**src/common/cpuPkg.sv**
```systemverilog
package cpuPkg;

	// --------------------------------------------------
	// widths
	// --------------------------------------------------
	localparam int dataWidth = 32;
	localparam int regAddrWidth = 5;
	localparam int pcWidth = 22;
	localparam int immWidth = 17;
	localparam int opcodeWidth = 5;
	localparam int aluOpWidth = 4;
	localparam int wbSelWidth = 3;     // five write-back sources
	localparam int pcSelWidth = 2;
	localparam int switchCount = 18;
	localparam int buttonCount = 4;

	// --------------------------------------------------
	// opcodes
	// --------------------------------------------------
	localparam logic [opcodeWidth-1:0] opAdd = 5'b00000;
	localparam logic [opcodeWidth-1:0] opAddI = 5'b00001;
	localparam logic [opcodeWidth-1:0] opSub = 5'b00010;
	localparam logic [opcodeWidth-1:0] opSubI = 5'b00011;
	localparam logic [opcodeWidth-1:0] opMult = 5'b00100;
	localparam logic [opcodeWidth-1:0] opMultI = 5'b00101;
	localparam logic [opcodeWidth-1:0] opAnd = 5'b00110;
	localparam logic [opcodeWidth-1:0] opAndI = 5'b00111;
	localparam logic [opcodeWidth-1:0] opOr = 5'b01000;
	localparam logic [opcodeWidth-1:0] opOrI = 5'b01001;
	localparam logic [opcodeWidth-1:0] opNot = 5'b01010;
	localparam logic [opcodeWidth-1:0] opSlt = 5'b01011;
	localparam logic [opcodeWidth-1:0] opSltI = 5'b01100;
	localparam logic [opcodeWidth-1:0] opSll = 5'b01101;
	localparam logic [opcodeWidth-1:0] opSlr = 5'b01110;
	localparam logic [opcodeWidth-1:0] opMove = 5'b01111;
	localparam logic [opcodeWidth-1:0] opJ = 5'b10000;
	localparam logic [opcodeWidth-1:0] opJr = 5'b10001;
	localparam logic [opcodeWidth-1:0] opBeq = 5'b10011;
	localparam logic [opcodeWidth-1:0] opBnq = 5'b10100;
	localparam logic [opcodeWidth-1:0] opLoad = 5'b10111;
	localparam logic [opcodeWidth-1:0] opStore = 5'b11000;
	localparam logic [opcodeWidth-1:0] opInput = 5'b11001;
	localparam logic [opcodeWidth-1:0] opOutput = 5'b11010;
	localparam logic [opcodeWidth-1:0] opSetR = 5'b11011;
	localparam logic [opcodeWidth-1:0] opEnd = 5'b11111;

	// --------------------------------------------------
	// select codes
	// --------------------------------------------------
	localparam logic [aluOpWidth-1:0] aluAdd = 4'd0;
	localparam logic [aluOpWidth-1:0] aluSub = 4'd1;
	localparam logic [aluOpWidth-1:0] aluMult = 4'd2;
	localparam logic [aluOpWidth-1:0] aluAnd = 4'd3;
	localparam logic [aluOpWidth-1:0] aluOr = 4'd4;
	localparam logic [aluOpWidth-1:0] aluNot = 4'd5;
	localparam logic [aluOpWidth-1:0] aluSll = 4'd6;
	localparam logic [aluOpWidth-1:0] aluSlr = 4'd7;
	localparam logic [aluOpWidth-1:0] aluEq = 4'd8;
	localparam logic [aluOpWidth-1:0] aluNe = 4'd9;
	localparam logic [aluOpWidth-1:0] aluLt = 4'd11;

	localparam logic [wbSelWidth-1:0] wbMem = 3'd0;
	localparam logic [wbSelWidth-1:0] wbAlu = 3'd1;
	localparam logic [wbSelWidth-1:0] wbMove = 3'd2;
	localparam logic [wbSelWidth-1:0] wbInput = 3'd3;
	localparam logic [wbSelWidth-1:0] wbLong = 3'd4;

	localparam logic [pcSelWidth-1:0] pcStep = 2'd0;
	localparam logic [pcSelWidth-1:0] pcJump = 2'd1;
	localparam logic [pcSelWidth-1:0] pcBranch = 2'd2;
	localparam logic [pcSelWidth-1:0] pcReg = 2'd3;

	// one word, two field layouts
	typedef union packed {
		struct packed {
			logic [opcodeWidth-1:0] opcode;
			logic [regAddrWidth-1:0] ra;
			logic [regAddrWidth-1:0] rb;
			logic [regAddrWidth-1:0] rc;
			logic [11:0] unused;
		} regForm;
		struct packed {
			logic [opcodeWidth-1:0] opcode;
			logic [regAddrWidth-1:0] ra;
			logic [pcWidth-1:0] target;   // short immediate is the low 17 bits
		} longForm;
	} instrWord;

endpackage

```
**src/source/instructionMemory.sv**
```systemverilog
`timescale 1ns/100ps

module instructionMemory import cpuPkg::*;
#(
	parameter int progDepth = 64
)
(
	input  logic clk,
	input  logic progWe,
	input  logic [pcWidth-1:0] progAddr,
	input  instrWord progData,
	input  logic [pcWidth-1:0] pc,
	output instrWord instr
);
	localparam int addrBits = $clog2(progDepth);

	instrWord mem [progDepth];

	always_ff @(posedge clk)
	begin
		if (progWe)
			mem[progAddr[addrBits-1:0]] <= progData;
	end

	assign instr = mem[pc[addrBits-1:0]];   // fetch within the same cycle

endmodule

```
**config.mk**
```make
export PLATFORM = sky130hd
export DESIGN_NAME = instructionMemory
export DESIGN_NICKNAME = d
export VERILOG_FILES = /design/src/common/cpuPkg.sv /design/src/source/instructionMemory.sv
export SDC_FILE = /design/constraint.sdc
export NUM_CORES = 2
export LEC_CHECK = 0
export BUFFER_PORTS_ARGS = -buffer_cell sky130_fd_sc_hd__buf_4
export CORE_MARGIN = 2
export CORE_UTILIZATION = 30
export DETAILED_ROUTE_END_ITERATION = 7
export GPL_TIMING_DRIVEN = 0
export SYNTH_ARGS = -nofsm -noshare
export SYNTH_HDL_FRONTEND = slang
export SYNTH_SLANG_ARGS = --single-unit
export TNS_END_PERCENT = 1
```
**constraint.sdc**
```tcl
create_clock -name clk -period 11 [get_ports clk]
set_input_delay 1.1 -clock clk [delete_from_list [all_inputs] [get_ports clk]]
set_output_delay 1.1 -clock clk [all_outputs]
set_load 0.01 [all_outputs]
```
==> Yosys cells after proc, flatten, opt, wreduce, memory -nomap -nowiden <==
Memory sizes are Yosys's and may differ from the RTL's.
Index checks and enable logic that the tools add are counted.
{ "classes": {"div": 0, "muxes": 2, "n_bitwise": 0, "reduce_logical": 0, "magnitude_cmp": 0, "eq_ne": 0, "mul": 0, "add_sub_neg": 0, "shift": 0} }
{ "op_table": {"columns": ["operator", "n"], "rows": [
  ["$mux 1", 2]
]} }
{ "totals": {"inputBits": 78, "rom_bits": 0, "mem_bits_rw": 2048, "ff_bits": 0, "word_cells": 3, "output_inout_bits": 32, "mem_count": 1, "latch_bits": 0} }
{ "memory_table": {"columns": ["name", "words", "word_bits", "rd", "rd_ports_with_merged_regs", "write_ports", "line_no", "rtl"], "rows": [
  ["mem", 64, 32, 1, 0, 1, "instructionMemory.sv:17", "instrWord mem [progDepth];"]
]} }

==> Depth between registers and ports, before layout <==
{ "logic_depth": {"depth_word": 2, "depth_mapped": 10, "depth_no_buf": 5} }

==> Worst setup path after synthesis <==
Ideal clock, no wire load.
{ "synth_timing": {"kind": "in2reg", "start": "in progAddr[3]", "end": "mem mem[48][0] in the netlist's numbering, enable pin", "setup_ps": 461, "arrival_ps": 3799, "required_time_ps": 10539, "slack_ps": 6740, "stages": 4, "path_buffers": 1, "cell_sequence": "clkbuf_1 -> nor2b_1 -> nand4b_1 -> nor3_1"} }
{ "synth_rtl": {"columns": ["element", "line_no", "rtl"], "rows": [
  ["start: declaration", "instructionMemory.sv:10", "input logic [pcWidth-1:0] progAddr,"],
  ["end: declaration", "instructionMemory.sv:17", null]
]} }
Straight into the memory's write port.

==> flow_metrics.tcl <==
set metrics [dict create \
    crit_path_start_kind "input pin" \
    nFillCells 23570 \
    first_pass_iters 6 \
    cpPeakStageDelay_ns 0.85 \
    slew_viol_final 11 \
    place_ws_ns 4.217 \
    avgSynthCellArea_um2 23.66 \
    yosysWarnings 0 \
    cts_made_buffers 205 \
    critPathMostFrequentCell "buf_2" \
    synth.distinct_cells 33 \
    grt.total_usage 0.1768 \
    min_path_type "input pin to flop" \
    core-area_um2 258800 \
    multi_input_area_um2 15970 \
    drt_iter0_drc 5778 \
    worst-path-buf-inv 5 \
    cts_max_level 4 \
    layout_setup_ws_ns 4.092 \
    cap_violations 1 \
    cp.arrival_ns 5.81 \
    path_cells "buf_2, buf_2, buf_2, buf_1, nand3b_1, o221ai_1, a21oi_1, a21oi_1, nor2_1, buf_4" \
    clk_path_buf_depth 3 \
    synth-edff-count 2048 \
    viasPerCell 5.323 \
    cts_tree "done" \
    min_period_ns 6.908 \
    failed_checks "max-capacitance violations, max-slew violations" \
    postCtsSetupBuffers 0 \
    synthesis.nets 3370 \
    ant_nets 0 \
    synth_area_leader_cell "edfxtp_1" \
    seq_area_um2 61500 \
    ys_seq_elements 2048 \
    grt_max_degree 65 \
    endpoint_kind "output port" \
    ctsHoldBuffers 0 \
    drive_gt1_frac 0.2981 \
    power_density_nw_per_um2 181.2 \
    setup_tns_ns 0 \
    cts.sinks 2048 \
    power.leakage_nw 27.94 \
    die_area_um2 263700 \
    grt_pass1_wl_mm 319.3 \
    antenna_found_initial 16 \
    ys_top_cells_by_area "edfxtp_1 (79%), mux4_2 (16%), mux2i_1 (1.2%), o22ai_1 (0.67%), nor2_1 (0.66%)" \
    status "finished with violations" \
    crit_type "input pin to output port" \
    dpl.hpwl_mm 152.9 \
    synth_top_area_frac 0.7897 \
    tightestPinTransition_ns 1.593 \
    rsz0062_at_grt "false" \
    critPathTopFamily "buffers and inverters" \
    cp_data_required_time_ns 9.90 \
    relSlewSlack -0.06172 \
    synth_most_common_cell "edfxtp_1" \
    cts-root-buf "clkbuf_16" \
    syn_area_um2 77870 \
    start_util 0.3009 \
    finalWeightedCongestion 0.8920 \
    syn-instance-count 3292 \
    die_h_um 513.5 \
    min_period_over_period 0.6280 \
    crit_slowest_cell "buf_1" \
    cts_resized 0 \
    drcViolationCount 0 \
    routedWlPerCell_um 32.70 \
    yosysSeqAreaShare 0.7897 \
    cts.clk_slew.worst_paths_ns 0.06 \
    synthArstFlopShare 0 \
    portBuffers 69 \
    peakVddDrop_mv 0.1770 \
    largest_reg_flops 2048 \
    num_rows 187 \
    via_count 38550 \
    io_pins 110 \
    routed_wl_mm 236.8 \
    synth_flop_cell "edfxtp_1" \
    areaGrowthSynthToFinish_pct 17.70 \
    finalNetCount 3732 \
    setup_violations 0 \
    synth_common_cells "edfxtp_1 (2,048), mux4_2 (544), nor2_1 (137)" \
    die_x_um 513.5 \
    first_global_vias 38070 \
    overflow 0 \
    hold_violations 0 \
    fmax_mhz 144.8 \
    path_max_fanout 10 \
]
[layout by cell type (no fill, tap or decap), types with 4 or more instances in the layout]
cell       Yosys  final
edfxtp_1    2048   2048
mux4_2       544    544
clkbuf_16      0    207
clkbuf_1      74    119
buf_4         25     95
mux2i_1       93     93
o22ai_1       84     84
nor2_1       137     75
a21oi_1       62     62
nor2_4         0     62
buf_2         57     57
buf_12         0     49
clkinv_1       0     46
clkinv_2       0     40
o221ai_1      27     27
nand2_1       26     26
buf_16         0     26
bufinv_16      0     25
buf_1         21     21
diode_2        0     16
nor2b_1       15     15
buf_6          5     14
a22oi_1       12     12
nand2b_1       8      8
a311oi_1       8      8
inv_6          0      6
nand3b_1       5      5
nor3_1         7      5
nand3_1        5      5
and3_1         4      4
a41o_1         4      4
o32ai_1        4      4
[routing by layer]
layer / up-vias / GRT usage / part of all wire
li1: 14940 / - / -
met1: 20860 / 0.2222 / 0.37
met2: 2274 / 0.2872 / 0.48
met3: 469 / 0.04194 / 0.096
met4: 6 / 0.08608 / 0.052
met5: - / 0 / 0.00071
[per-stage QoR]
stage               instances  hold slack, ns    util  total power [mW]  area, um^2
global route             7233          0.8031  0.3541             17.01       91640
finish                   7242          0.7862  0.3542             16.61       91660
CTS                      7226          0.7765  0.3541             16.67       91620
detailed placement       6849           1.678  0.3283             9.767       84950
floorplan                3292           1.199       -             9.253       77870
global placement         6763           1.641  0.3194             9.734       82650
[power by group]
part | internal, mW | leakage (nW) | switching, mW
Sequential | 8.64 | 18.4 | 0.0113
Combinational | 0.310 | 6.25 | 0.643
Clock | 4.04 | 3.27 | 2.97
Total | 13.0 | 27.9 | 3.62
[final timing paths]
check | startpoint | end | slack (ns) | cells after the start
max | pc[1] | instr[15] | 4.09 | 10
min | progData[28] | mem[32][28]$_DFFE_PP_ | 0.79 | 1
[cells by family (layout without fill, tap and decap cells)]
| logic type | count (synthesis) | count (layout) | synth area share |
|---|---|---|---|
| buf+inv | 182 | 714 | 0.01138 |
| simple gates | 223 | 223 | 0.01276 |
| compound gates | 202 | 202 | 0.01687 |
| mux | 637 | 637 | 0.1693 |
| flops | 2048 | 2048 | 0.7897 |
| other cells | 0 | 16 | 0 |
[final cells by class]
cell class	instances	share of cell area
flip-flops and latches	2048	0.6709
clock inverters	125	0.01447
clock buffers	252	0.05836
diodes	16	0.0004368
repair buffers	155	0.02551
multi-input cells	1062	0.1742
plain buffers	182	0.009664
well taps	3402	0.04644
Power figures use the tool's default switching activity.
