File: src/common/cpuPkg.sv
package cpuPkg;

	// --------------------------------------------------
	// widths
	// --------------------------------------------------
	localparam int dataWidth = 32;
	localparam int regAddrWidth = 5;
	localparam int pcWidth = 22;
	localparam int immWidth = 17;
	localparam int opcodeWidth = 5;
	localparam int aluOpWidth = 4;
	localparam int wbSelWidth = 3;     // five write-back sources
	localparam int pcSelWidth = 2;
	localparam int switchCount = 18;
	localparam int buttonCount = 4;

	// --------------------------------------------------
	// opcodes
	// --------------------------------------------------
	localparam logic [opcodeWidth-1:0] opAdd = 5'b00000;
	localparam logic [opcodeWidth-1:0] opAddI = 5'b00001;
	localparam logic [opcodeWidth-1:0] opSub = 5'b00010;
	localparam logic [opcodeWidth-1:0] opSubI = 5'b00011;
	localparam logic [opcodeWidth-1:0] opMult = 5'b00100;
	localparam logic [opcodeWidth-1:0] opMultI = 5'b00101;
	localparam logic [opcodeWidth-1:0] opAnd = 5'b00110;
	localparam logic [opcodeWidth-1:0] opAndI = 5'b00111;
	localparam logic [opcodeWidth-1:0] opOr = 5'b01000;
	localparam logic [opcodeWidth-1:0] opOrI = 5'b01001;
	localparam logic [opcodeWidth-1:0] opNot = 5'b01010;
	localparam logic [opcodeWidth-1:0] opSlt = 5'b01011;
	localparam logic [opcodeWidth-1:0] opSltI = 5'b01100;
	localparam logic [opcodeWidth-1:0] opSll = 5'b01101;
	localparam logic [opcodeWidth-1:0] opSlr = 5'b01110;
	localparam logic [opcodeWidth-1:0] opMove = 5'b01111;
	localparam logic [opcodeWidth-1:0] opJ = 5'b10000;
	localparam logic [opcodeWidth-1:0] opJr = 5'b10001;
	localparam logic [opcodeWidth-1:0] opBeq = 5'b10011;
	localparam logic [opcodeWidth-1:0] opBnq = 5'b10100;
	localparam logic [opcodeWidth-1:0] opLoad = 5'b10111;
	localparam logic [opcodeWidth-1:0] opStore = 5'b11000;
	localparam logic [opcodeWidth-1:0] opInput = 5'b11001;
	localparam logic [opcodeWidth-1:0] opOutput = 5'b11010;
	localparam logic [opcodeWidth-1:0] opSetR = 5'b11011;
	localparam logic [opcodeWidth-1:0] opEnd = 5'b11111;

	// --------------------------------------------------
	// select codes
	// --------------------------------------------------
	localparam logic [aluOpWidth-1:0] aluAdd = 4'd0;
	localparam logic [aluOpWidth-1:0] aluSub = 4'd1;
	localparam logic [aluOpWidth-1:0] aluMult = 4'd2;
	localparam logic [aluOpWidth-1:0] aluAnd = 4'd3;
	localparam logic [aluOpWidth-1:0] aluOr = 4'd4;
	localparam logic [aluOpWidth-1:0] aluNot = 4'd5;
	localparam logic [aluOpWidth-1:0] aluSll = 4'd6;
	localparam logic [aluOpWidth-1:0] aluSlr = 4'd7;
	localparam logic [aluOpWidth-1:0] aluEq = 4'd8;
	localparam logic [aluOpWidth-1:0] aluNe = 4'd9;
	localparam logic [aluOpWidth-1:0] aluLt = 4'd11;

	localparam logic [wbSelWidth-1:0] wbMem = 3'd0;
	localparam logic [wbSelWidth-1:0] wbAlu = 3'd1;
	localparam logic [wbSelWidth-1:0] wbMove = 3'd2;
	localparam logic [wbSelWidth-1:0] wbInput = 3'd3;
	localparam logic [wbSelWidth-1:0] wbLong = 3'd4;

	localparam logic [pcSelWidth-1:0] pcStep = 2'd0;
	localparam logic [pcSelWidth-1:0] pcJump = 2'd1;
	localparam logic [pcSelWidth-1:0] pcBranch = 2'd2;
	localparam logic [pcSelWidth-1:0] pcReg = 2'd3;

	// one word, two field layouts
	typedef union packed {
		struct packed {
			logic [opcodeWidth-1:0] opcode;
			logic [regAddrWidth-1:0] ra;
			logic [regAddrWidth-1:0] rb;
			logic [regAddrWidth-1:0] rc;
			logic [11:0] unused;
		} regForm;
		struct packed {
			logic [opcodeWidth-1:0] opcode;
			logic [regAddrWidth-1:0] ra;
			logic [pcWidth-1:0] target;   // short immediate is the low 17 bits
		} longForm;
	} instrWord;

endpackage

File: src/core/alu.sv
`timescale 1ns/100ps

module alu import cpuPkg::*;
(
	input  logic [aluOpWidth-1:0] aluOp,
	input  logic useImm,
	input  logic [dataWidth-1:0] regA,
	input  logic [dataWidth-1:0] regB,
	input  logic [immWidth-1:0] imm,
	output logic [dataWidth-1:0] aluResult
);
	logic signed [dataWidth-1:0] opA;
	logic signed [dataWidth-1:0] opB;

	assign opA = regA;
	assign opB = useImm ? {{(dataWidth-immWidth){1'b0}}, imm} : regB;   // zero-extended

	always_comb
	begin
		case (aluOp)
			aluAdd: aluResult = opA + opB;
			aluSub: aluResult = opA - opB;
			aluMult: aluResult = opA * opB;        // low word only
			aluAnd: aluResult = opA & opB;
			aluOr: aluResult = opA | opB;
			aluNot: aluResult = ~opA;
			aluSll: aluResult = opA << 1;
			aluSlr: aluResult = opA >> 1;          // logical
			aluEq: aluResult = {{(dataWidth-1){1'b0}}, opA == opB};
			aluNe: aluResult = {{(dataWidth-1){1'b0}}, opA != opB};
			aluLt: aluResult = {{(dataWidth-1){1'b0}}, opA < opB};   // signed
			default: aluResult = '0;
		endcase
	end

endmodule

File: config.mk
export PLATFORM = sky130hd
export DESIGN_NAME = alu
export DESIGN_NICKNAME = d
export VERILOG_FILES = /design/src/common/cpuPkg.sv /design/src/core/alu.sv
export SDC_FILE = /design/constraint.sdc
export NUM_CORES = 2
export LEC_CHECK = 0
export ABC_AREA = 1
export BUFFER_PORTS_ARGS = -buffer_cell sky130_fd_sc_hd__buf_2
export CORE_ASPECT_RATIO = 1.25
export CORE_MARGIN = 10
export CORE_UTILIZATION = 45
export DETAILED_ROUTE_END_ITERATION = 10
export PLACE_DENSITY = 0.65
export SYNTH_ARGS = -nofsm -noshare
export SYNTH_HDL_FRONTEND = slang
export SYNTH_SLANG_ARGS = --single-unit
File: constraint.sdc
create_clock -name vclk -period 7.8
set_clock_uncertainty 0.05 [all_clocks]
set_input_delay 0.78 -clock vclk [all_inputs]
set_output_delay 0.78 -clock vclk [all_outputs]
set_load 0.05 [all_outputs]
* Word-level counts from Yosys, hierarchy flattened
Index checks and enable logic that the tools add are counted.
** Storage, ports and cells
- Output and inout bits :: 32
- Register bits after elaboration :: 0
- Input bits :: 86
** Cells by class
- $add $sub $neg :: 2
- $lt $le $gt $ge :: 1
- Mux-type cells :: 2
- Reduce and logical (&&, ||, !) cells :: 1
- Equal/unequal tests :: 12
- Multiply operators :: 1
- Bitwise gates (word level) :: 3
** Operator list (number)
- $pmux 32 s11 :: 1
- $add 32x32->32 :: 1
- $and 32x32->32 :: 1
- $eq 32x32->1 :: 1
- $lt 32x32->1 :: 1
- $mul 32x32->32 :: 1
- $mux 32 :: 1
- $ne 32x32->1 :: 1
- $not 32->32 :: 1
- $or 32x32->32 :: 1
- $sub 32x32->32 :: 1
- $eq 4x3->1 const B :: 4
- $eq 4x4->1 const B :: 3
- $eq 4x2->1 const B :: 2
- $eq 4x1->1 const B :: 1
- $logic_not 4->1 :: 1

* Depth between registers and ports, before layout
- Depth in word-level cells :: 3
- Depth in mapped cells :: 37

* Least setup slack after synthesis
Ideal clock, no wire load.
- Path type :: in2out
- From :: input useImm
- To :: output aluResult[28]
- Data arrival time :: 7.748 ns
- Slack :: -0.778 ns
- Path buffers :: 4
- Stages on the path :: 31
- Cell sequence :: buf_6 -> buf_12 -> o21ai_1 -> buf_1 -> inv_1 -> clkbuf_1 -> ha_1 -> inv_1 -> fa_1 -> fa_1 -> inv_1 -> fa_1 -> inv_1 -> fa_1 -> inv_1 -> fa_1 -> fa_1 -> fa_1 -> fa_1 -> ha_1 -> nand2_1 -> inv_1 -> nand3_1 -> nor3_1 -> nand4_1 -> nand3_1 -> a21o_1 -> a21oi_1 -> nand2b_1 -> nand3_1 -> nand4_1
** On the way
- Longest elaborated chain between the ends :: 3
- Elaborated cells between the ends (all ways) :: 7
- Classes of those cells :: add/sub (2); mul (1); mux (2); bitwise (2)
** RTL lines
- from (decl) :: line alu.sv:6 : input logic useImm,
- $mux 32 (*) :: line alu.sv:16 : assign opB = useImm ? {{(dataWidth-immWidth){1'b0}}, imm} : regB;
- $mul 32x32->32, or another cell as far along :: line alu.sv:23 : aluMult: aluResult = opA * opB;
- $pmux 32 s11 (*) :: line alu.sv:20 : case (aluOp)
- to (decl) :: line alu.sv:10 : output logic [dataWidth-1:0] aluResult
Every way passes the cells marked *; elsewhere a longest branch is shown, timed or not.

* Final worst setup path
- From :: input useImm
- To :: output aluResult[27]
The elaborated chain is that of the path after synthesis.

==> metrics <==
status finished with violations; violated checks negative setup slack; # diodes 0; Total Wirelength 95.5 mm; Yosys top cell area share 36.9%; register area share after synthesis 0%; Core Region 0.0491 mm2; HP Class input pin to output pin; Filler cells 4,601; fin nets 4,298; final instance area 0.0281 mm2; die area 0.0587 mm2; largest stage delay on the critical path 540 ps; FF/Latch Area 0 um2; number of global-route vias before repair 23,900; Mapped Nets 3,878; Initial Util 45.3%; Synth warnings 0; Placer Congestion 1.05; critical path endpoint category output pin; Pre-Repair DR Iteration Count 6; routed len/inst 22.7 um; Die Wd 219 um; final worst slack -594 ps; routed wl met3 7.92 mm; Crit Path Class input pin to output pin; Tcrit/Tclk final 108%; share of cells above drive strength 1 23.7%; most frequent cells after synthesis inv_1 (682), nand2_1 (538), nor2_1 (453); WL met2 44.3 mm; unrepaired setup endpoints after global routing true; Final Hold Viols 0; syn avg cell area 7.08 um2; Mapped Area 0.0222 mm2; initial antenna violation count 1; CLK BUF 0; Post-DP Area 0.0267 mm2; largest net degree at the start of global routing 32; Initial DRC Count 2,268; CP most frequent cell fa_1; multi-input logic area 0.0201 mm2; gr ovfl total 0; Peak Freq 119 MHz; Final Max Tran Viols 0; GRT Total Usage 32.3%; slowest CP cell fa_1; worst setup path start useImm; MaxCap Viol Count 0; Final setup viols 20; WP data required 6970 ps; Final Critical Period 8390 ps; CP arrival 7560 ps; WL met1 34.4 mm; filler-free cell count of the finished design 4,205; top post-synthesis cells by area fa_1 (37%), ha_1 (14%), inv_1 (12%); number of flip-flops and latches 0; CP Max Fanout 10; most common cell in the netlist inv_1; # port buffers 118; CP Capture Point aluResult[27]; DRC viols 0; Synth area leader fa_1; highest routed layer met5; Area Growth Syn to Fin 26.7%; first-pass GRT wire length 143 mm; Max-slew headroom 19.1%; vias per cell 5.51; crit path launch type input pin; dpl ws -820 ps; Die H 268 um; worst slew pin tran 1210 ps; dpl hpwl 82.2 mm; row cnt 91; DRT antenna net count 0; Yosys cell types 55; Syn Inst Count 3,136; dpl cells 4,175; I/O pin count 118; hold path cells 4; vias 23,200
per-stage QoR:
step                hold slack (ps)  utilization, %  TNS, ps
floorplan                      1800               -     -720
global placement               2110            54.3   -12510
detailed placement             2100            54.3   -13170
CTS                            2070            56.7    -5460
global route                   2100            57.4   -10730
finish                         2090            57.4    -7410
layout make-up:
cell class / count / area share [%]
Multi-Input combinational cell: 2312 / 71.5
Timing Repair Buffer: 536 / 16.0
Inverter: 706 / 9.65
Tap cell: 651 / 2.89
critical path, delay by kind of cell:
family                     cells  cell delay (ps)
AOI/OAI and AO/OA              2              270
adders and majority gates     10             4230
buffers and inverters          9              990
and+or+nand+nor                8             1250
layout by cell type, fill, tap and decap left out, types with 42 or more instances in the layout:
cell type  synthesis  routed
inv_1            682     651
nand2_1          538     504
nor2_1           453     412
fa_1             410     380
buf_4              1     369
ha_1             246     220
a21oi_1          129     107
nand3_1          121     105
buf_2             13      92
o21ai_0          103      85
o22ai_1           54      54
nand2_2           21      42
routing by layer:
| metal | global-route usage (%) | vias to the layer above |
|---|---|---|
| met2 | 53.4 | 1262 |
| li1 | - | 10400 |
| met1 | 37.3 | 11100 |
| met5 | 0 | - |
| met3 | 5.05 | 362 |
| met4 | 24.6 | 2 |
worst min-delay path by stage:
stage                          endpoint     start  slack, ps
after floorplan           aluResult[29]  regA[30]       1800
after global placement     aluResult[0]  aluOp[3]       2110
after detailed placement   aluResult[0]  aluOp[3]       2100
after CTS                 aluResult[30]  regA[31]       2070
after global routing      aluResult[30]  regA[31]       2100
final                     aluResult[30]  regA[31]       2090
kinds of logic after synthesis:
group	Yosys count	share of synthesized area (%)
buffers and inverters	824	14.4
AO/OA/AOI/OAI	402	10.8
adder cells (fa/ha/maj)	656	50.8
AND/OR/NAND/NOR	1238	23.3
XOR/XNOR	16	0.665
timing repair:
| item | in CTS | in global routing |
|---|---|---|
| setup buffers | 19 | 7 |
| cloned | 3 | 2 |
| hold endpoints to repair | 0 | 0 |
| resized for setup | 248 | 68 |
| pin swaps | 146 | 64 |
| setup endpoints to repair | 22 | 22 |
| hold buffers | 0 | 0 |
Power is left out: the tool's default activity adds up to more than one toggle a clock period on the data nets, which glitch-free logic cannot reach.
