File: src/common/cpuPkg.sv
package cpuPkg;

	// --------------------------------------------------
	// widths
	// --------------------------------------------------
	localparam int dataWidth = 32;
	localparam int regAddrWidth = 5;
	localparam int pcWidth = 22;
	localparam int immWidth = 17;
	localparam int opcodeWidth = 5;
	localparam int aluOpWidth = 4;
	localparam int wbSelWidth = 3;     // five write-back sources
	localparam int pcSelWidth = 2;
	localparam int switchCount = 18;
	localparam int buttonCount = 4;

	// --------------------------------------------------
	// opcodes
	// --------------------------------------------------
	localparam logic [opcodeWidth-1:0] opAdd = 5'b00000;
	localparam logic [opcodeWidth-1:0] opAddI = 5'b00001;
	localparam logic [opcodeWidth-1:0] opSub = 5'b00010;
	localparam logic [opcodeWidth-1:0] opSubI = 5'b00011;
	localparam logic [opcodeWidth-1:0] opMult = 5'b00100;
	localparam logic [opcodeWidth-1:0] opMultI = 5'b00101;
	localparam logic [opcodeWidth-1:0] opAnd = 5'b00110;
	localparam logic [opcodeWidth-1:0] opAndI = 5'b00111;
	localparam logic [opcodeWidth-1:0] opOr = 5'b01000;
	localparam logic [opcodeWidth-1:0] opOrI = 5'b01001;
	localparam logic [opcodeWidth-1:0] opNot = 5'b01010;
	localparam logic [opcodeWidth-1:0] opSlt = 5'b01011;
	localparam logic [opcodeWidth-1:0] opSltI = 5'b01100;
	localparam logic [opcodeWidth-1:0] opSll = 5'b01101;
	localparam logic [opcodeWidth-1:0] opSlr = 5'b01110;
	localparam logic [opcodeWidth-1:0] opMove = 5'b01111;
	localparam logic [opcodeWidth-1:0] opJ = 5'b10000;
	localparam logic [opcodeWidth-1:0] opJr = 5'b10001;
	localparam logic [opcodeWidth-1:0] opBeq = 5'b10011;
	localparam logic [opcodeWidth-1:0] opBnq = 5'b10100;
	localparam logic [opcodeWidth-1:0] opLoad = 5'b10111;
	localparam logic [opcodeWidth-1:0] opStore = 5'b11000;
	localparam logic [opcodeWidth-1:0] opInput = 5'b11001;
	localparam logic [opcodeWidth-1:0] opOutput = 5'b11010;
	localparam logic [opcodeWidth-1:0] opSetR = 5'b11011;
	localparam logic [opcodeWidth-1:0] opEnd = 5'b11111;

	// --------------------------------------------------
	// select codes
	// --------------------------------------------------
	localparam logic [aluOpWidth-1:0] aluAdd = 4'd0;
	localparam logic [aluOpWidth-1:0] aluSub = 4'd1;
	localparam logic [aluOpWidth-1:0] aluMult = 4'd2;
	localparam logic [aluOpWidth-1:0] aluAnd = 4'd3;
	localparam logic [aluOpWidth-1:0] aluOr = 4'd4;
	localparam logic [aluOpWidth-1:0] aluNot = 4'd5;
	localparam logic [aluOpWidth-1:0] aluSll = 4'd6;
	localparam logic [aluOpWidth-1:0] aluSlr = 4'd7;
	localparam logic [aluOpWidth-1:0] aluEq = 4'd8;
	localparam logic [aluOpWidth-1:0] aluNe = 4'd9;
	localparam logic [aluOpWidth-1:0] aluLt = 4'd11;

	localparam logic [wbSelWidth-1:0] wbMem = 3'd0;
	localparam logic [wbSelWidth-1:0] wbAlu = 3'd1;
	localparam logic [wbSelWidth-1:0] wbMove = 3'd2;
	localparam logic [wbSelWidth-1:0] wbInput = 3'd3;
	localparam logic [wbSelWidth-1:0] wbLong = 3'd4;

	localparam logic [pcSelWidth-1:0] pcStep = 2'd0;
	localparam logic [pcSelWidth-1:0] pcJump = 2'd1;
	localparam logic [pcSelWidth-1:0] pcBranch = 2'd2;
	localparam logic [pcSelWidth-1:0] pcReg = 2'd3;

	// one word, two field layouts
	typedef union packed {
		struct packed {
			logic [opcodeWidth-1:0] opcode;
			logic [regAddrWidth-1:0] ra;
			logic [regAddrWidth-1:0] rb;
			logic [regAddrWidth-1:0] rc;
			logic [11:0] unused;
		} regForm;
		struct packed {
			logic [opcodeWidth-1:0] opcode;
			logic [regAddrWidth-1:0] ra;
			logic [pcWidth-1:0] target;   // short immediate is the low 17 bits
		} longForm;
	} instrWord;

endpackage

File: src/source/dataMemory.sv
`timescale 1ns/100ps

module dataMemory import cpuPkg::*;
#(
	parameter int dataDepth = 64
)
(
	input  logic clk,
	input  logic memWrite,
	input  logic [pcWidth-1:0] addr,
	input  logic [dataWidth-1:0] writeData,
	output logic [dataWidth-1:0] readData
);
	localparam int addrBits = $clog2(dataDepth);

	logic [dataWidth-1:0] mem [dataDepth];

	always_ff @(posedge clk)
	begin
		if (memWrite)
			mem[addr[addrBits-1:0]] <= writeData;
	end

	assign readData = mem[addr[addrBits-1:0]];

endmodule

File: config.mk
export PLATFORM = sky130hd
export DESIGN_NAME = dataMemory
export DESIGN_NICKNAME = d
export VERILOG_FILES = /design/src/common/cpuPkg.sv /design/src/source/dataMemory.sv
export SDC_FILE = /design/constraint.sdc
export NUM_CORES = 2
export LEC_CHECK = 0
export ABC_AREA = 1
export BUFFER_PORTS_ARGS = -buffer_cell sky130_fd_sc_hd__buf_2
export CELL_PAD_IN_SITES_DETAIL_PLACEMENT = 1
export CELL_PAD_IN_SITES_GLOBAL_PLACEMENT = 2
export CORE_MARGIN = 10
export CORE_UTILIZATION = 42
export CTS_CLUSTER_SIZE = 20
export DETAILED_ROUTE_END_ITERATION = 6
export GPL_TIMING_DRIVEN = 0
export PLACE_DENSITY_LB_ADDON = 0.1
export REMOVE_ABC_BUFFERS = 1
export SETUP_SLACK_MARGIN = 0.05
export SLEW_MARGIN = 30
export SYNTH_ARGS = -nofsm -noshare
export SYNTH_HDL_FRONTEND = slang
export SYNTH_SLANG_ARGS = --single-unit
File: constraint.sdc
create_clock -name clk -period 6.7 [get_ports clk]
set_input_delay 1.34 -clock clk [delete_from_list [all_inputs] [get_ports clk]]
set_output_delay 1.34 -clock clk [all_outputs]
set_load 0.005 [all_outputs]
Word level (Yosys, flattened, before mapping)
Memory sizes are Yosys's and may differ from the RTL's.
Cells that the tools add are included.
{ "totals": {"ff_bits": 0, "ramBits": 2048, "n_memories": 1} }
{ "mem_list": {"columns": ["memory", "depth", "width", "read_ports", "rd_clocked_by_memory_dff", "wr", "line_no", "text"], "rows": [
  ["mem", 64, 32, 1, 0, 1, "dataMemory.sv:16", "logic [dataWidth-1:0] mem [dataDepth];"]
]} }
{ "classes": {"n_mux": 2} }
{ "ops": {"columns": ["op", "count"], "rows": [
  ["$mux 1", 2]
]} }

Longest topological paths before layout
{ "logic_depth": {"word_depth": 2, "depth_mapped": 15, "ltp_nobuf": 11} }

Worst setup path before layout
No wires, ideal clock.
{ "synth_path": {"path_kind": "input -> register", "from": "in addr[0]", "to": "mem mem[41][0], enable pin", "arrival_ps": 5123, "slack_ps": 1075, "path_stages": 6, "n_path_buf": 4, "path_cell_list": "buf_4 > inv_2 > buf_6 > buf_4 > buf_2 > nor4_1"} }
{ "synth_lines": {"columns": ["item", "line_no", "text"], "rows": [
  ["start, declared", "dataMemory.sv:10", "input logic [pcWidth-1:0] addr,"],
  ["end, declared", "dataMemory.sv:16", null]
]} }
Straight into the memory's write port.

Final worst setup path
{ "layout_path": {"from": "in addr[2]", "to": "out readData[25]"} }
{ "layout_via": {"elab_chain_cells": 1} }
{ "layout_rtl": {"columns": ["item", "line_no", "text"], "rows": [
  ["$mem_v2 64x32", null, null],
  ["end, declared", "dataMemory.sv:12", "output logic [dataWidth-1:0] readData"]
]} }
Every way passes these cells.

==> impl_metrics.py <==
metrics = {
    "outcome": {
        "status": "completed",
    },
    "sta": {
        "finalHoldViolations": 0,
        "drv_slew": 0,
        "rsz0062_at_grt": "no",
        "hold_slack_ns": 1.02,
        "tns_ns": 0,
        "setup_ws_ns": 0.0639,
        "tightest_slew_ns": 0.987,
        "finalSetupViolations": 0,
        "clock.fmax_mhz": 151,
        "post-route-period-util_pct": 99.0,
        "period_needed_ns": 6.64,
        "slew_headroom_pct": 34.0,
    },
    "floorplan": {
        "fp.dieH_um": 472,
        "die_area_sq_mm": 0.223,
        "dieWidth_um": 472,
        "io_pins": 88,
        "fp-row-count": 165,
        "core-area_sq_mm": 0.203,
        "initial_core_util_pct": 42.4,
    },
    "clocking": {
        "clk_pin_slew_ns": 0.06,
        "htree_levels": 4,
        "cts.path.max_buffers": 3,
        "cts_tree": "yes",
        "numCtsBuffers": 219,
        "clockRootBuffer": "clkbuf_16",
        "cts_sinks": 2048,
    },
    "grt": {
        "grt-ovfl-total": 0,
        "grtUsageTotal_pct": 25.0,
        "grt_antenna_before_repair": 25,
        "grt_pass1_vias": 61600,
        "grt_pass1_wl_um": 414000,
        "grt_start_max_net_pins": 127,
    },
    "cells_and_area": {
        "instances_no_fill": 11400,
        "finalInstanceArea_sq_mm": 0.101,
        "drive_above_1_share_pct": 8.34,
        "multi_input_area_sq_mm": 0.0229,
        "seqCellArea_sq_mm": 0.0615,
        "fin_nets": 8589,
        "n_fill_cell": 21600,
        "fin_util_pct": 50.0,
        "largest_reg_flops": 2048,
        "syn_to_final_growth_pct": 18.0,
    },
    "synth": {
        "ys_top_cells_by_count": "nand2_1 (5728), edfxtp_1 (2048), buf_2 (244)",
        "syn_area_per_cell_sq_um": 10.2,
        "synth-seq-area-share_pct": 71.6,
        "synthFlopType": "edfxtp_1",
        "synth_cells": 8408,
        "synthTopCellsByArea": "edfxtp_1 (72%), nand2_1 (25%), buf_2 (1.4%), nor2_1 (0.60%), clkbuf_1 (0.59%)",
        "synth_seq_cells": 2048,
        "synth_area_leader_cell": "edfxtp_1",
        "synth_top_area_share_pct": 71.6,
        "yosysWarnings": 0,
        "ys_types": 20,
        "async_flop_share_pct": 0,
        "synth.most_common_cell": "nand2_1",
        "synth_edf_count": 2048,
        "synth_area_sq_mm": 0.0859,
    },
    "placement": {
        "pre_cts_ws_ns": -1.17,
        "gp_congestion": 0.715,
        "placed_cell_area_sq_mm": 0.0939,
        "dpl.hpwl_um": 172000,
        "io_buffers": 71,
        "dp.cells": 11000,
    },
    "critical_path": {
        "path_class": "input pin to primary output",
        "critPathLaunchType": "input pin",
        "end_kind": "primary output",
        "crit_arrival_ns": 5.30,
        "path_max_fanout": 63,
        "cp.required_ns": 5.36,
    },
    "power": {
        "ir_drop_v": 0.000239,
        "p_total_mw": 28.1,
        "power_leakage_nw": 41.9,
        "p_per_area_mw_per_mm2": 277,
    },
    "routing": {
        "via_count": 60100,
        "wl_per_cell_um": 24.9,
        "first_pass_iters": 5,
        "wl_um": 284000,
        "drt_iter0_markers": 4864,
        "drc": 0,
        "vias_per_cell": 5.27,
        "drtAntennaViolNets": 0,
    },
    "run": {
        "drv_cap": 0,
    },
    "hold_path": {
        "min_path_type": "input pin to flip-flop",
    },
}
==> kinds of logic after synthesis <==
family / share of synthesized area, %
AOI/OAI and AO/OA: 0.0845
DFF: 71.6
and+or+nand+nor: 25.9
buffers and inverters: 2.41
==> layout make-up <==
cell class | count | share of cell area (%)
Antenna cell | 8 | 0.0198
Clock buffer | 270 | 5.66
Clock inverter | 139 | 1.30
Inverter | 30 | 0.142
Multi-Input combinational cell | 5908 | 22.6
Sequential cell | 2048 | 60.7
Tap cell | 2672 | 3.30
Timing Repair Buffer | 325 | 6.31
Timing Repair inverter | 1 | 0.00864
==> worst paths after layout <==
check | startpoint | to | cells after the start
setup / recovery | addr[2] | readData[25] | 14
hold / removal | writeData[11] | mem[33][11] | 1
==> critical path, cell delays in order <==
cell and delay [ns]:
buf_8 0.30, buf_16 0.31, buf_16 0.36, buf_16 0.37, inv_8 0.21, buf_16 0.31, buf_16 0.27, nand2_1 0.12
nand2_1 0.06, nand2_1 0.07, nand2_1 0.07, nor2_1 0.74, nand2_1 0.22, buf_2 0.22
==> routing by layer <==
metal / GRT usage, % / share of wire, %
met5: 0 / 0.0039
met4: 8.02 / 3.3
met3: 2.80 / 4.6
met2: 41.8 / 48
met1: 34.0 / 44
==> report_power, final <==
group          switching [mW]  total, mW  internal, mW
registers              0.0201       14.2          14.2
clock network            5.14       12.0          6.90
logic                    1.34       1.81         0.465
total                    6.50       28.1          21.6
==> repair_timing <==
item,in CTS,in global routing
gates resized for setup,13,2
cloned,6,3
pin swaps,0,0
setup buffers,0,0
endpoints found under the setup margin,51,6
hold buffers,0,0
==> layout by cell type, fill, tap and decap left out <==
master / n
edfxtp_1: 2048
o211ai_1: 5
nor2_2: 6
inv_2: 11
diode_2: 8
clkbuf_1: 48
inv_6: 5
nor3_4: 7
inv_8: 2
or2_2: 5
nand3_1: 13
nor4_2: 2
or2_1: 1
o21ai_1: 2
clkbuf_16: 225
buf_8: 12
inv_1: 16
nor3_2: 1
clkinvlp_4: 6
nor2_4: 65
buf_4: 38
nand4_1: 2
bufinv_16: 22
bufbuf_16: 5
clkinv_2: 36
o21ai_0: 5
buf_16: 179
buf_2: 52
nor2_1: 66
buf_12: 11
clkinv_4: 2
clkinv_8: 7
inv_16: 3
buf_6: 25
nand2_1: 5728
clkinv_1: 60
Power figures use the tool's default switching activity.
