===== config.mk =====
export PLATFORM = sky130hd
export DESIGN_NAME = nextPc
export DESIGN_NICKNAME = d
export VERILOG_FILES = /design/src/common/cpuPkg.sv /design/src/core/nextPc.sv
export SDC_FILE = /design/constraint.sdc
export NUM_CORES = 1
export LEC_CHECK = 0
export BUFFER_PORTS_ARGS = -buffer_cell sky130_fd_sc_hd__buf_4
export CAP_MARGIN = 10
export CORE_MARGIN = 5
export CORE_UTILIZATION = 40
export DETAILED_ROUTE_END_ITERATION = 12
export GPL_TIMING_DRIVEN = 1
export MAX_ROUTING_LAYER = met4
export PLACE_DENSITY = 0.72
export SLEW_MARGIN = 0
export SYNTH_ARGS = -nofsm -noshare
export SYNTH_HDL_FRONTEND = slang
export SYNTH_SLANG_ARGS = --single-unit

===== constraint.sdc =====
create_clock -name clk -period 5.2 [get_ports clk]
set_input_delay 0 -clock clk [delete_from_list [all_inputs] [get_ports clk]]
set_output_delay 0 -clock clk [all_outputs]
set_load 0.01 [all_outputs]

===== src/common/cpuPkg.sv =====
package cpuPkg;

	// --------------------------------------------------
	// widths
	// --------------------------------------------------
	localparam int dataWidth = 32;
	localparam int regAddrWidth = 5;
	localparam int pcWidth = 22;
	localparam int immWidth = 17;
	localparam int opcodeWidth = 5;
	localparam int aluOpWidth = 4;
	localparam int wbSelWidth = 3;     // five write-back sources
	localparam int pcSelWidth = 2;
	localparam int switchCount = 18;
	localparam int buttonCount = 4;

	// --------------------------------------------------
	// opcodes
	// --------------------------------------------------
	localparam logic [opcodeWidth-1:0] opAdd = 5'b00000;
	localparam logic [opcodeWidth-1:0] opAddI = 5'b00001;
	localparam logic [opcodeWidth-1:0] opSub = 5'b00010;
	localparam logic [opcodeWidth-1:0] opSubI = 5'b00011;
	localparam logic [opcodeWidth-1:0] opMult = 5'b00100;
	localparam logic [opcodeWidth-1:0] opMultI = 5'b00101;
	localparam logic [opcodeWidth-1:0] opAnd = 5'b00110;
	localparam logic [opcodeWidth-1:0] opAndI = 5'b00111;
	localparam logic [opcodeWidth-1:0] opOr = 5'b01000;
	localparam logic [opcodeWidth-1:0] opOrI = 5'b01001;
	localparam logic [opcodeWidth-1:0] opNot = 5'b01010;
	localparam logic [opcodeWidth-1:0] opSlt = 5'b01011;
	localparam logic [opcodeWidth-1:0] opSltI = 5'b01100;
	localparam logic [opcodeWidth-1:0] opSll = 5'b01101;
	localparam logic [opcodeWidth-1:0] opSlr = 5'b01110;
	localparam logic [opcodeWidth-1:0] opMove = 5'b01111;
	localparam logic [opcodeWidth-1:0] opJ = 5'b10000;
	localparam logic [opcodeWidth-1:0] opJr = 5'b10001;
	localparam logic [opcodeWidth-1:0] opBeq = 5'b10011;
	localparam logic [opcodeWidth-1:0] opBnq = 5'b10100;
	localparam logic [opcodeWidth-1:0] opLoad = 5'b10111;
	localparam logic [opcodeWidth-1:0] opStore = 5'b11000;
	localparam logic [opcodeWidth-1:0] opInput = 5'b11001;
	localparam logic [opcodeWidth-1:0] opOutput = 5'b11010;
	localparam logic [opcodeWidth-1:0] opSetR = 5'b11011;
	localparam logic [opcodeWidth-1:0] opEnd = 5'b11111;

	// --------------------------------------------------
	// select codes
	// --------------------------------------------------
	localparam logic [aluOpWidth-1:0] aluAdd = 4'd0;
	localparam logic [aluOpWidth-1:0] aluSub = 4'd1;
	localparam logic [aluOpWidth-1:0] aluMult = 4'd2;
	localparam logic [aluOpWidth-1:0] aluAnd = 4'd3;
	localparam logic [aluOpWidth-1:0] aluOr = 4'd4;
	localparam logic [aluOpWidth-1:0] aluNot = 4'd5;
	localparam logic [aluOpWidth-1:0] aluSll = 4'd6;
	localparam logic [aluOpWidth-1:0] aluSlr = 4'd7;
	localparam logic [aluOpWidth-1:0] aluEq = 4'd8;
	localparam logic [aluOpWidth-1:0] aluNe = 4'd9;
	localparam logic [aluOpWidth-1:0] aluLt = 4'd11;

	localparam logic [wbSelWidth-1:0] wbMem = 3'd0;
	localparam logic [wbSelWidth-1:0] wbAlu = 3'd1;
	localparam logic [wbSelWidth-1:0] wbMove = 3'd2;
	localparam logic [wbSelWidth-1:0] wbInput = 3'd3;
	localparam logic [wbSelWidth-1:0] wbLong = 3'd4;

	localparam logic [pcSelWidth-1:0] pcStep = 2'd0;
	localparam logic [pcSelWidth-1:0] pcJump = 2'd1;
	localparam logic [pcSelWidth-1:0] pcBranch = 2'd2;
	localparam logic [pcSelWidth-1:0] pcReg = 2'd3;

	// one word, two field layouts
	typedef union packed {
		struct packed {
			logic [opcodeWidth-1:0] opcode;
			logic [regAddrWidth-1:0] ra;
			logic [regAddrWidth-1:0] rb;
			logic [regAddrWidth-1:0] rc;
			logic [11:0] unused;
		} regForm;
		struct packed {
			logic [opcodeWidth-1:0] opcode;
			logic [regAddrWidth-1:0] ra;
			logic [pcWidth-1:0] target;   // short immediate is the low 17 bits
		} longForm;
	} instrWord;

endpackage


===== src/core/nextPc.sv =====
`timescale 1ns/100ps

module nextPc import cpuPkg::*;
(
	input  logic clk,
	input  logic clearPc,
	input  logic holdPc,
	input  logic [pcSelWidth-1:0] pcSel,
	input  logic [pcWidth-1:0] target,
	input  logic [immWidth-1:0] imm,
	input  logic [dataWidth-1:0] regA,
	input  logic taken,
	output logic [pcWidth-1:0] pc
);
	logic [pcWidth-1:0] stepPc;
	logic [pcWidth-1:0] pcNext;

	assign stepPc = pc + 1'b1;

	always_comb
	begin
		case (pcSel)
			pcJump: pcNext = target;
			pcBranch: pcNext = taken ? pc + {{(pcWidth-immWidth){1'b0}}, imm} : stepPc;
			pcReg: pcNext = regA[pcWidth-1:0];
			default: pcNext = stepPc;
		endcase
	end

	always_ff @(posedge clk)
	begin
		if (clearPc)
			pc <= '0;
		else if (!holdPc)
			pc <= pcNext;          // END keeps fetching itself
	end

endmodule


Yosys cells after proc, flatten, opt, wreduce, memory -nomap -nowiden
Index checks and enable logic that the tools add are counted.
- register bits after elaboration: 22
- bits in latches: 0
- RAM bits: 0
- memory bits (read-only): 0
- output and inout bits: 22
- word-level logic and storage cells: 8
- memories: 0
- $add $sub $neg: 2
- multipliers: 0
- divide/modulo/power cells: 0
- order comparisons: 0
- equality and inequality tests: 3
- shift operators: 0
- muxes and demuxes: 2
- bitwise operators: 0
- reduce and logical (&&, ||, !) cells: 0
- operators with widths (cell ; number):
    $pmux W22 S3 ; 1
    $add A22 B1 Y22 const B ; 1
    $add A22 B17 Y22 ; 1
    $mux W22 ; 1
    $eq A2 B2 Y1 const B ; 2
    $eq A2 B1 Y1 const B ; 1

Logic depth before layout (Yosys ltp)
- depth after elaboration: 3
- mapped depth: 9
- gate-level depth less buffers: 9

Worst setup path after synthesis
Ideal clock, no wire load.
- path type: register -> register
- from: register pc[0]
- to: register pc[6]
- library setup time: 0.128 ns
- data arrival time: 2.546 ns
- data required time: 5.072 ns
- slack: 2.526 ns
- cell stages (with the launch flop): 10
- buffers on the path: 0
- period minus slack after synthesis: 2.674 ns
- cell sequence: dfxtp_1 -> ha_1 -> fa_1 -> a21o_1 -> a221o_1 -> xor2_1 -> mux2_2 -> mux4_2 -> mux2i_1 -> nor2_1
- longest elaborated chain between the ends: 3
- elaborated cells on any way between the ends: 4
- classes of those cells: add/sub: 2; mux: 2
- ends and longest elaborated chain (what ; RTL line ; source):
    from (decl) ; nextPc.sv:13 ; output logic [pcWidth-1:0] pc
    from (signal assigned) ; nextPc.sv:35 ; pc <= pcNext;
    $add A22 B1 Y22 or $add A22 B17 Y22 (tied branches) ; nextPc.sv:18, nextPc.sv:24 ;
    $mux W22 ; nextPc.sv:24 ; pcBranch: pcNext = taken ? pc + {{(pcWidth-immWidth){1'b0}}, imm} : stepPc;
    $pmux W22 S3 (*) ; nextPc.sv:22 ; case (pcSel)
Mark *: on every way between the ends. The rest lies on a longest branch, timed or not.
A chain may end at the register's enable or synchronous reset.

Worst setup path in the final report
- from: register pc[0]
- to: register pc[20]
Same word-level chain as after synthesis.

==> impl_metrics.tcl <==
set metrics [dict create \
    netlist_instances 430 \
    antenna_cells 0 \
    cts_sinks 22 \
    vdd_drop_max_uv 77.9 \
    initialDrtViolationCount 453 \
    intPower_uw 386 \
    synth_top_cells_by_area "dfxtp_1 14%, a21oi_1 9.2%, ha_1 7.4%" \
    crit_fanout 9 \
    status "finished clean" \
    cts_inserted_buffers 3 \
    grt_pass1_wl_mm 17.4 \
    synthFlopType "dfxtp_1" \
    coreArea_um2 7330 \
    clockBufferDepth 2 \
    synth_xor_xnor_area_share 0.0631 \
    yosys_warnings 0 \
    maxSlewViolCount 0 \
    skew_ns 0.00771 \
    switchingPower_uw 263 \
    antenna_found_initial 0 \
    drive_gt1_frac 0.213 \
    pwr-share-clk 0.179 \
    pre_cts_ws_ns 2.10 \
    io_pins 99 \
    pwr_density_cell_nw_per_um2 171 \
    netlist.area_leader.share 0.144 \
    design.die.area_um2 9480 \
    cts-resized-gates 0 \
    ff2ff_setup_slack_ns 2.00 \
    rsz0062_at_grt "false" \
    clkLatencyLatePin_ns 0.27 \
    post_cts_buffers 0 \
    synthMuxAreaShare 0.0660 \
    synthAdderAreaFrac 0.0804 \
    grt_usage 0.223 \
    max_clock_freq_mhz 313 \
    cts_tree "built" \
    crit_required_ns 5.36 \
    portBuffers 88 \
    p_leak_nw 1.67 \
    max_slew_margin 0.523 \
    yosys.area.top_type "dfxtp_1" \
    vias 3625 \
    final.min_clock_period_ns 3.20 \
    place_hpwl_mm 8.07 \
    cap_viol_max_count 0 \
    grt_start_max_net_pins 46 \
    path_class "flip-flop to flip-flop" \
    synth-edff-count 0 \
    drc 0 \
    ys_seq_elements 22 \
    netlist_top_cells_count "56 x a21oi_1, 38 x nand2_1, 36 x nor2_1, 31 x o21ai_0, 22 x dfxtp_1" \
    core.rowCount 31 \
    top_regs "pc (22)" \
    finalPower_uw 649 \
    ant_nets 0 \
    cts-root-buf "clkbuf_8" \
    synth.cell_area_um2 3050 \
    tightest_slew_ns 0.712 \
    syn_avg_cell_area_um2 7.10 \
    swShare 0.406 \
    place_congestion 0.916 \
    h-tree-depth 1 \
    start_util 0.416 \
    crit_path_end_kind "flip-flop" \
    vias_per_cell 6.08 \
    crit_arrival_ns 3.36 \
    synth_compound_area_frac 0.349 \
    syn2layout_area_growth_pct 24.1 \
    largest_register_ff_count 22 \
    fill_cells 730 \
    final_nets 595 \
    fin_crit_sh 0.615 \
    p_seq_frac 0.338 \
    wl_per_cell_um 18.1 \
    firstDrtPassIters 5 \
    syn-num-nets 526 \
    clk_pin_slew_ns 0.09 \
    grt.overflow.total 0 \
    routed_wl_mm 10.8 \
    hold_viol 0 \
    tns_ns 0 \
    postCtsHoldBufs 0 \
    start_kind "flip-flop" \
    die_h_um 97.3 \
    synth_top_family_by_area "compound AO/OA/AOI/OAI gates" \
    yosys.area_share.simple 0.250 \
    p_comb_frac 0.483 \
    grt_pass1_vias 3468 \
    synthArstFlopShare 0 \
    yosysSeqAreaShare 0.144 \
    largest_register "pc" \
    setup_viol 0 \
    die_w_um 97.3 \
    setup_ws_ns 2.00 \
    hp-class "input pin to flip-flop" \
    yosysMostFrequentCell "a21oi_1" \
    yosysUniqueCellTypes 55 \
]
[stage by stage]
stage	hold WS [ns]	cells	util	area, um^2
2_1_floorplan	0.224	430	-	3050
3_3_place_gp	0.334	593	0.511	3740
3_5_place_dp	0.340	593	0.511	3740
4_1_cts	0.0589	596	0.516	3790
5_1_grt	0.0808	596	0.516	3790
6_report	0.0602	596	0.516	3790
[final timing paths]
kind / start / end / cells after the start
max: pc[0] / pc[20] / 9
min reg2reg: pc[10] / pc[10] / 2
min: clearPc / pc[4] / 2
max reg2reg: pc[0] / pc[20] / 9
[layer usage]
layer | track usage | wire length [um] | vias up
met4 | 0.0575 | 91 | 0
met1 | 0.308 | 4970 | 1691
met5 | - | 0 | -
met2 | 0.352 | 5000 | 168
met3 | 0.0215 | 702 | 8
li1 | - | - | 1758
[power by group through the flow]
stage,clock (mW),combinational (mW),sequential [mW]
4_1_cts,0.116,0.310,0.218
5_1_grt,0.122,0.345,0.222
6_report,0.116,0.314,0.219
3_3_place_gp,0,0.304,0.221
3_5_place_dp,0,0.309,0.222
2_1_floorplan,0,0.194,0.218
[cell families after synthesis]
logic type | count (synthesis)
flip-flops | 22
AND/OR/NAND/NOR | 145
XOR/XNOR | 22
AO/OA/AOI/OAI | 167
multiplexers | 17
buffers and inverters | 38
adder cells (fa/ha/maj) | 19
[layout by cell type (no fill, tap or decap), types with 10 or more instances in the layout]
| cell | instances |
|---|---|
| buf_4 | 88 |
| a21oi_1 | 56 |
| nand2_1 | 38 |
| nor2_1 | 36 |
| o21ai_0 | 31 |
| dfxtp_1 | 22 |
| ha_1 | 18 |
| nand3_1 | 17 |
| inv_1 | 14 |
| a31oi_1 | 14 |
| a21o_1 | 12 |
| xor2_1 | 11 |
| xnor2_1 | 11 |
| mux2i_1 | 10 |
[critical path, cell delays in order (launching register included)]
cell and delay [ns]:
dfxtp_1 0.42, ha_1 0.26, fa_1 0.40, a21o_1 0.21, a221o_1 0.40, a21oi_1 0.41
o21ai_0 0.18, a221oi_1 0.54, or4b_1 0.20, nand3_1 0.06
[cell type report]
type	instances	area, um^2	share of cell area
clock buffer	3	41.3	0.0109
inverter	14	52.6	0.0139
multi-input combinational	370	2470	0.652
sequential	22	440	0.116
tap	99	124	0.0327
timing repair buffer	88	661	0.174
Power figures use the tool's default switching activity.
